==> src/rtl/lsu_settings.svh <==
// LSU build settings for data width, memory size, ID width and pipeline depth
`ifndef LSU_SETTINGS_SVH
`define LSU_SETTINGS_SVH

// Data and address width in bits
`define LSU_XLEN 32

// Number of data words in the built-in memory
`define LSU_MEM_WORDS 64

// Transaction ID width
`define LSU_TRANS_ID_W 3

// Width of the signed address immediate
`define LSU_IMM_W 12

// Stages between request and result
`define LSU_PIPE_DEPTH 3

`endif

==> src/rtl/lsu_pkg.sv <==
// LSU package with the operation and exception types shared by all stages
`include "lsu_settings.svh"

package lsu_pkg;

  // ------------------------------
  // Width types
  // ------------------------------
  typedef logic [`LSU_XLEN-1:0]       xlen_t;
  typedef logic [`LSU_XLEN/8-1:0]     be_t;
  typedef logic [`LSU_TRANS_ID_W-1:0] trans_id_t;

  // ------------------------------
  // Operations and causes
  // ------------------------------
  typedef enum logic [3:0] {
    LB  = 4'd0,
    LBU = 4'd1,
    LH  = 4'd2,
    LHU = 4'd3,
    LW  = 4'd4,
    SB  = 4'd5,
    SH  = 4'd6,
    SW  = 4'd7
  } lsu_op_e;

  // RISC-V exception cause codes
  typedef enum logic [3:0] {
    EX_LD_MISALIGNED   = 4'd4,
    EX_LD_ACCESS_FAULT = 4'd5,
    EX_ST_MISALIGNED   = 4'd6,
    EX_ST_ACCESS_FAULT = 4'd7
  } ex_cause_e;

  function automatic logic op_is_store(lsu_op_e op);
    return op inside {SB, SH, SW};
  endfunction

  // Access size as log2 of the byte count: 0 byte, 1 halfword, 2 word
  function automatic logic [1:0] op_size(lsu_op_e op);
    unique case (op)
      LB, LBU, SB: return 2'd0;
      LH, LHU, SH: return 2'd1;
      default:     return 2'd2;
    endcase
  endfunction

endpackage

==> src/rtl/lsu_stage_if.sv <==
// Pipeline item passed from one LSU stage to the next
interface lsu_stage_if
  import lsu_pkg::*;
();

  logic      valid;
  lsu_op_e   op;
  xlen_t     addr;
  be_t       be;
  // Store data already placed in its byte lanes
  xlen_t     wdata;
  xlen_t     rdata;
  trans_id_t trans_id;
  logic      ex_valid;
  ex_cause_e ex_cause;

  modport producer (
    output valid, op, addr, be, wdata, rdata, trans_id, ex_valid, ex_cause
  );

  modport consumer (
    input valid, op, addr, be, wdata, rdata, trans_id, ex_valid, ex_cause
  );

endinterface

==> src/rtl/lsu_agu.sv <==
// LSU address stage forming the address, byte enables and exception of a request
`include "lsu_settings.svh"

module lsu_agu
  import lsu_pkg::*;
(
  input  logic                  clk_i,
  input  logic                  rst_ni,
  input  logic                  valid_i,
  input  lsu_op_e               op_i,
  input  xlen_t                 base_i,
  input  logic [`LSU_IMM_W-1:0] imm_i,
  input  xlen_t                 store_data_i,
  input  trans_id_t             trans_id_i,
  lsu_stage_if.producer         out_o
);

  localparam int unsigned MEM_BYTES = `LSU_MEM_WORDS * (`LSU_XLEN / 8);

  xlen_t     imm_sext;
  xlen_t     eff_addr;
  logic [1:0] byte_off;
  logic      is_store;
  be_t       be_d;
  xlen_t     wdata_d;
  logic      misaligned;
  logic      out_of_range;
  ex_cause_e cause_d;

  // ------------------------------
  // Address generation
  // ------------------------------
  assign imm_sext = {{(`LSU_XLEN - `LSU_IMM_W){imm_i[`LSU_IMM_W-1]}}, imm_i};
  assign eff_addr = base_i + imm_sext;
  assign byte_off = eff_addr[1:0];
  assign is_store = op_is_store(op_i);

  // Byte enables from access size and lane offset
  always_comb begin
    unique case (op_size(op_i))
      2'd0:    be_d = be_t'(1) << byte_off;
      2'd1:    be_d = be_t'(3) << byte_off;
      default: be_d = '1;
    endcase
  end

  // Move store data up into the addressed lanes
  assign wdata_d = is_store ? (store_data_i << {byte_off, 3'b000}) : '0;

  // ------------------------------
  // Exception check
  // ------------------------------
  always_comb begin
    unique case (op_size(op_i))
      2'd1:    misaligned = eff_addr[0];
      2'd2:    misaligned = |eff_addr[1:0];
      default: misaligned = 1'b0;
    endcase
  end

  assign out_of_range = eff_addr >= xlen_t'(MEM_BYTES);

  // Access fault outranks misalignment
  always_comb begin
    if (out_of_range) begin
      cause_d = is_store ? EX_ST_ACCESS_FAULT : EX_LD_ACCESS_FAULT;
    end else begin
      cause_d = is_store ? EX_ST_MISALIGNED : EX_LD_MISALIGNED;
    end
  end

  // ------------------------------
  // Stage register
  // ------------------------------
  always_ff @(posedge clk_i or negedge rst_ni) begin
    if (!rst_ni) begin
      out_o.valid    <= 1'b0;
      out_o.ex_valid <= 1'b0;
    end else begin
      out_o.valid    <= valid_i;
      out_o.ex_valid <= valid_i && (misaligned || out_of_range);
    end
  end

  always_ff @(posedge clk_i) begin
    out_o.op       <= op_i;
    out_o.addr     <= eff_addr;
    out_o.be       <= be_d;
    out_o.wdata    <= wdata_d;
    out_o.trans_id <= trans_id_i;
    out_o.ex_cause <= cause_d;
  end

  // Read data only exists after the memory stage
  assign out_o.rdata = '0;

endmodule

==> src/rtl/lsu_data_mem.sv <==
// LSU memory stage holding the data array, with byte-enabled write and word read
`include "lsu_settings.svh"

module lsu_data_mem
  import lsu_pkg::*;
(
  input  logic          clk_i,
  input  logic          rst_ni,
  lsu_stage_if.consumer in_i,
  lsu_stage_if.producer out_o
);

  localparam int unsigned IDX_W = $clog2(`LSU_MEM_WORDS);

  xlen_t            mem_q [`LSU_MEM_WORDS];
  logic [IDX_W-1:0] word_idx;
  logic             do_write;

  assign word_idx = in_i.addr[IDX_W+1:2];

  // Faulting stores never touch the array
  assign do_write = in_i.valid && op_is_store(in_i.op) && !in_i.ex_valid;

  // ------------------------------
  // Data array
  // ------------------------------
  always_ff @(posedge clk_i or negedge rst_ni) begin
    if (!rst_ni) begin
      for (int i = 0; i < `LSU_MEM_WORDS; i++) begin
        mem_q[i] <= '0;
      end
    end else if (do_write) begin
      for (int b = 0; b < `LSU_XLEN / 8; b++) begin
        if (in_i.be[b]) begin
          mem_q[word_idx][8*b +: 8] <= in_i.wdata[8*b +: 8];
        end
      end
    end
  end

  // ------------------------------
  // Stage register
  // ------------------------------
  always_ff @(posedge clk_i or negedge rst_ni) begin
    if (!rst_ni) begin
      out_o.valid    <= 1'b0;
      out_o.ex_valid <= 1'b0;
    end else begin
      out_o.valid    <= in_i.valid;
      out_o.ex_valid <= in_i.ex_valid;
    end
  end

  always_ff @(posedge clk_i) begin
    out_o.op       <= in_i.op;
    out_o.addr     <= in_i.addr;
    out_o.be       <= in_i.be;
    out_o.wdata    <= in_i.wdata;
    out_o.trans_id <= in_i.trans_id;
    out_o.ex_cause <= in_i.ex_cause;
    // Whole word, cleared for an exception
    out_o.rdata    <= in_i.ex_valid ? '0 : mem_q[word_idx];
  end

endmodule

==> src/rtl/lsu_result_align.sv <==
// LSU result stage aligning load data and driving the load and store result ports
`include "lsu_settings.svh"

module lsu_result_align
  import lsu_pkg::*;
(
  input  logic          clk_i,
  input  logic          rst_ni,
  lsu_stage_if.consumer in_i,
  output logic          load_valid_o,
  output trans_id_t     load_trans_id_o,
  output xlen_t         load_result_o,
  output logic          load_ex_valid_o,
  output ex_cause_e     load_ex_cause_o,
  output logic          store_valid_o,
  output trans_id_t     store_trans_id_o,
  output logic          store_ex_valid_o,
  output ex_cause_e     store_ex_cause_o,
  output xlen_t         ex_tval_o
);

  xlen_t shifted;
  xlen_t load_data;
  logic  load_valid_d;
  logic  store_valid_d;

  // Steer by operation
  assign store_valid_d = in_i.valid && op_is_store(in_i.op);
  assign load_valid_d  = in_i.valid && !op_is_store(in_i.op);

  // ------------------------------
  // Load alignment
  // ------------------------------
  assign shifted = in_i.rdata >> {in_i.addr[1:0], 3'b000};

  always_comb begin
    unique case (in_i.op)
      LB:      load_data = {{(`LSU_XLEN - 8){shifted[7]}}, shifted[7:0]};
      LBU:     load_data = {{(`LSU_XLEN - 8){1'b0}}, shifted[7:0]};
      LH:      load_data = {{(`LSU_XLEN - 16){shifted[15]}}, shifted[15:0]};
      LHU:     load_data = {{(`LSU_XLEN - 16){1'b0}}, shifted[15:0]};
      default: load_data = shifted;
    endcase
  end

  // ------------------------------
  // Result registers
  // ------------------------------
  always_ff @(posedge clk_i or negedge rst_ni) begin
    if (!rst_ni) begin
      load_valid_o     <= 1'b0;
      load_trans_id_o  <= '0;
      load_result_o    <= '0;
      load_ex_valid_o  <= 1'b0;
      load_ex_cause_o  <= ex_cause_e'(0);
      store_valid_o    <= 1'b0;
      store_trans_id_o <= '0;
      store_ex_valid_o <= 1'b0;
      store_ex_cause_o <= ex_cause_e'(0);
      ex_tval_o        <= '0;
    end else begin
      load_valid_o     <= load_valid_d;
      load_ex_valid_o  <= load_valid_d && in_i.ex_valid;
      store_valid_o    <= store_valid_d;
      store_ex_valid_o <= store_valid_d && in_i.ex_valid;
      if (load_valid_d) begin
        load_trans_id_o <= in_i.trans_id;
        load_result_o   <= load_data;
        load_ex_cause_o <= in_i.ex_cause;
      end
      if (store_valid_d) begin
        store_trans_id_o <= in_i.trans_id;
        store_ex_cause_o <= in_i.ex_cause;
      end
      // Shared by whichever port fires
      if (in_i.valid) begin
        ex_tval_o <= in_i.addr;
      end
    end
  end

endmodule

==> src/rtl/lsu_top.sv <==
// LSU top level chaining the address, memory and result stages
`include "lsu_settings.svh"

module lsu_top
  import lsu_pkg::*;
(
  input  logic                  clk_i,
  input  logic                  rst_ni,
  input  logic                  lsu_valid_i,
  input  lsu_op_e               op_i,
  input  xlen_t                 base_i,
  input  logic [`LSU_IMM_W-1:0] imm_i,
  input  xlen_t                 store_data_i,
  input  trans_id_t             trans_id_i,
  output logic                  load_valid_o,
  output trans_id_t             load_trans_id_o,
  output xlen_t                 load_result_o,
  output logic                  load_ex_valid_o,
  output ex_cause_e             load_ex_cause_o,
  output logic                  store_valid_o,
  output trans_id_t             store_trans_id_o,
  output logic                  store_ex_valid_o,
  output ex_cause_e             store_ex_cause_o,
  output xlen_t                 ex_tval_o
);

  // ------------------------------
  // Stage links
  // ------------------------------
  lsu_stage_if agu_to_mem ();
  lsu_stage_if mem_to_res ();

  // Stage 1
  lsu_agu u_lsu_agu (
    .clk_i        (clk_i),
    .rst_ni       (rst_ni),
    .valid_i      (lsu_valid_i),
    .op_i         (op_i),
    .base_i       (base_i),
    .imm_i        (imm_i),
    .store_data_i (store_data_i),
    .trans_id_i   (trans_id_i),
    .out_o        (agu_to_mem.producer)
  );

  // Stage 2
  lsu_data_mem u_lsu_data_mem (
    .clk_i  (clk_i),
    .rst_ni (rst_ni),
    .in_i   (agu_to_mem.consumer),
    .out_o  (mem_to_res.producer)
  );

  // Stage 3
  lsu_result_align u_lsu_result_align (
    .clk_i            (clk_i),
    .rst_ni           (rst_ni),
    .in_i             (mem_to_res.consumer),
    .load_valid_o     (load_valid_o),
    .load_trans_id_o  (load_trans_id_o),
    .load_result_o    (load_result_o),
    .load_ex_valid_o  (load_ex_valid_o),
    .load_ex_cause_o  (load_ex_cause_o),
    .store_valid_o    (store_valid_o),
    .store_trans_id_o (store_trans_id_o),
    .store_ex_valid_o (store_ex_valid_o),
    .store_ex_cause_o (store_ex_cause_o),
    .ex_tval_o        (ex_tval_o)
  );

endmodule

==> config.mk <==
export PLATFORM = sky130hd
export DESIGN_NAME = lsu_top
export DESIGN_NICKNAME = d
export VERILOG_FILES = /design/src/rtl/lsu_pkg.sv /design/src/rtl/lsu_stage_if.sv /design/src/rtl/lsu_agu.sv /design/src/rtl/lsu_data_mem.sv /design/src/rtl/lsu_result_align.sv /design/src/rtl/lsu_top.sv
export VERILOG_INCLUDE_DIRS = /design/src /design/src/rtl
export SDC_FILE = /design/constraint.sdc
export NUM_CORES = 2
export LEC_CHECK = 0
export BUFFER_PORTS_ARGS = -buffer_cell sky130_fd_sc_hd__buf_4
export CORE_MARGIN = 2
export CORE_UTILIZATION = 50
export CTS_BUF_LIST = sky130_fd_sc_hd__clkbuf_4 sky130_fd_sc_hd__clkbuf_8
export CTS_CLUSTER_DIAMETER = 40
export DETAILED_ROUTE_END_ITERATION = 6
export HOLD_SLACK_MARGIN = 0.12
export PLACE_DENSITY = 0.66
export SKIP_LAST_GASP = 1
export SLEW_MARGIN = 20
export SYNTH_ARGS = -nofsm -noshare
export SYNTH_HDL_FRONTEND = slang
export SYNTH_HIERARCHICAL = 1
export SYNTH_SLANG_ARGS = --single-unit
==> constraint.sdc <==
create_clock -name clk_i -period 2.55 [get_ports clk_i]
set_clock_uncertainty 0.05 [all_clocks]
set_input_delay 0 -clock clk_i [delete_from_list [all_inputs] [get_ports clk_i]]
set_output_delay 0 -clock clk_i [all_outputs]
set_load 0.02 [all_outputs]
==> impl_results.md <==
- Floorplan die height: 458 µm
- Ports placed on the boundary: 168
- Data required, critical path: 3.45 ns
- Count of non-filler cells in the finished layout: 12100
- Synthesis-to-layout area growth: 26.5%
- Starting density of the core: 50.3%
- Count of final setup violators: 56
- Violated checks: DRC, setup timing
- Fin crit period: 2.78 ns
- Aggregate global-route resource usage: 33.3%
- Count of input and output buffers: 167
- Core outline area: 0.205 mm²
- Count of nets left with antenna violations after detail routing: 0
- Leading cell type in the layout, fill and taps excluded: sky130_fd_sc_hd__dfrtp_1
- Post-Syn Instances: 7818
- CTS tree: built
- Number of antenna violations at the first check in global routing: 13
- Clk slew on worst S/H paths: 0.06 ns
- RSZ-0062 raised after global routing: yes
- Kind of critical path: in2reg
- Period utilisation layout: 109%
- Worst-path maximum fanout: 3
- Global-route wire length before repair: 525000 µm
- Outcome: finished with violations
- FILL cells: 15100
- Maximum vdd drop: 0.000620 V
- Count of final max-slew check failures: 0
- Total number of yosys warnings: 6
- Total count of hold-check failures in the final report: 0
- Total power divided by cell area: 715 mW/mm²
- Remaining DRCs: 4
- Cell count after placement: 11100
- HPWL reported at the end of detailed placement: 241000 µm
- Critical path endpoint category: flop
- Final weighted congestion in routability-driven placement: 0.934
- Pin count of the biggest net entering global routing: 147
- Number of nets in the layout: 9230
- Max Clk Rate: 0.359 GHz
- Level count of the clock H-tree: 5
- Delay of the slowest cell on the worst path: 0.60 ns
- Vias per std cell: 6.35
- Sort of element at the start of the critical path: primary input
- Global-route congestion overflow total: 0
- Die Footprint: 0.210 mm²
- Leakage power: 61.0 nW
- Overall die width: 458 µm
- Count of TritonRoute iterations in the first routing pass: 7
- Crit path DAT: 3.68 ns
- Total nets after synthesis: 7936
- Rows: 166
- Area of the mapped netlist: 0.103 mm²
- Setup WS post-layout: -0.234 ns
- Number of cells on the worst hold path: 10
- Worst slew margin relative to its limit: 37.1%
- Average instance area after synthesis: 13.2 µm²
- Count of maximum capacitance violations: 0
- DR vias: 76800
- Highest-delay cell along the critical path: sky130_fd_sc_hd__dlygate4sd3_1
- Actual slew at the worst max-slew pin: 0.943 ns
- Worst skew pair latency: 1.09 ns
- Final core utilization: 63.7%
- Worst hold path type: in2reg
- Clock tree root buffer cell: sky130_fd_sc_hd__clkbuf_8
- Routed wirelength normalized by instance count: 29.4 µm
- Initial drt markers: 7866
- Minimum setup slack after placement: -0.730 ns
- Vias in the first global route: 79300
- CP cell instances: dlygate4sd3_1 > buf_4 > ha_1 > dlygate4sd3_1 > buf_4 > a21o_1 > a211oi_2 > o311a_1 > o21ai_0 > a21oi_1 > xnor2_1 > nor2_1 > nand4bb_1 > or4_4
- Num Clock Sinks: 2286
- Worst-case clock buffer depth: 4
- Share of post-route cells with drive strength above 1: 48.7%
- Worst reg-to-reg path cell count: 10
- Wirelength, routed: 356000 µm
- Cts bufs inserted: 403
- Commonest non-fill, non-tap cells in the layout: 2132 x sky130_fd_sc_hd__dfrtp_1, 2058 x sky130_fd_sc_hd__mux2_2, 923 x sky130_fd_sc_hd__buf_4, 498 x sky130_fd_sc_hd__clkbuf_8, 494 x sky130_fd_sc_hd__a221oi_1
-- flip-flops by register name, summed over array words and instances, names as in the netlist, 4 cells and up --
name and flops:
u_lsu_result_align/ex_tval_o 32, u_lsu_data_mem/out_o.addr 32, u_lsu_result_align/load_ex_cause_o 4, u_lsu_agu/out_o.be 4
u_lsu_data_mem/mem_q 2048, u_lsu_agu/out_o.addr 32, u_lsu_data_mem/out_o.rdata 32, u_lsu_result_align/store_ex_cause_o 4
u_lsu_data_mem/out_o.op 4, u_lsu_data_mem/out_o.ex_cause 4, u_lsu_agu/out_o.op 4, u_lsu_agu/out_o.wdata 32
u_lsu_result_align/load_result_o 32
-- cell type report --
type,count,area (µm²),area share [%]
clock inverter,84,976,0.748
tap,2688,3360,2.58
sequential,2286,56500,43.3
inverter,27,114,0.0873
clock buffer,622,7780,5.97
multi-input combinational,4852,44800,34.3
timing repair buffer,1542,16900,13.0
antenna,6,15.0,0.0115
-- path summary, 6_finish.rpt --
| kind | startpoint | end | slack, ns |
|---|---|---|---|
| setup / recovery | base_i[23] | u_lsu_agu/out_o.ex_cause[0]$_DFF_P_ | -0.23 |
| min in group asynchronous | rst_ni | u_lsu_data_mem/mem_q[1933]$_DFFE_PN0P_ | 0.64 |
| setup reg to reg | u_lsu_agu/out_o.addr[4]$_DFF_P_ | u_lsu_data_mem/out_o.rdata[13]$_SDFF_PP0_ | -0.18 |
| hold reg to reg | u_lsu_agu/out_o.addr[27]$_DFF_P_ | u_lsu_data_mem/out_o.addr[27]$_DFF_P_ | 0.25 |
| max in group asynchronous | rst_ni | u_lsu_data_mem/mem_q[441]$_DFFE_PN0P_ | 0.60 |
| hold / removal | base_i[13] | u_lsu_agu/out_o.ex_cause[0]$_DFF_P_ | 0.1 |
-- stage by stage --
| stage | total power [mW] | hold slack (ns) | TNS (ns) | cell area (µm²) |
|---|---|---|---|---|
| final | 93.3 | 0.0969 | -3.00 | 130000 |
| after global routing | 96.1 | 0.129 | -4.22 | 130000 |
| after CTS | 92.4 | 0.0979 | -0.876 | 129000 |
| after detailed placement | 54.8 | -0.111 | -108.08 | 117000 |
| after global placement | 54.6 | -0.113 | -100.19 | 117000 |
| after floorplan | 45.2 | -0.346 | -0.417 | 103000 |
-- routing by layer --
metal / vias to the layer above / part of all wire (%) / GRT usage (%)
li1: 32000 / - / -
met5: - / 0.013 / 0
met4: 6 / 5.9 / 17.2
met1: 40100 / 40 / 44.6
met2: 3720 / 44 / 49.9
met3: 986 / 9.7 / 8.89
-- where the power goes --
part | switching, mW | leakage, nW | internal [mW]
combinational | 11.3 | 25.4 | 7.04
clock | 15.4 | 4.65 | 21.4
sequential | 1.08 | 31.0 | 37.1
-- critical path, delay by kind of cell --
| kind | cells | cell delay, ns |
|---|---|---|
| buffers and inverters | 4 | 1.48 |
| adder cells (fa/ha/maj) | 1 | 0.21 |
| AO/OA/AOI/OAI | 5 | 0.96 |
| AND/OR/NAND/NOR | 3 | 0.84 |
| XOR/XNOR | 1 | 0.18 |
-- timing repair --
item | 4_1_cts | 5_1_grt
resized for setup | 137 | 199
hold buffers | 243 | 7
setup endpoints to repair | 1353 | 271
buffers inserted | 36 | 34
endpoints found under the hold margin | 2213 | 11
gates cloned | 5 | 6
pin swaps | 29 | 91
(Power assumes the default switching activity.)
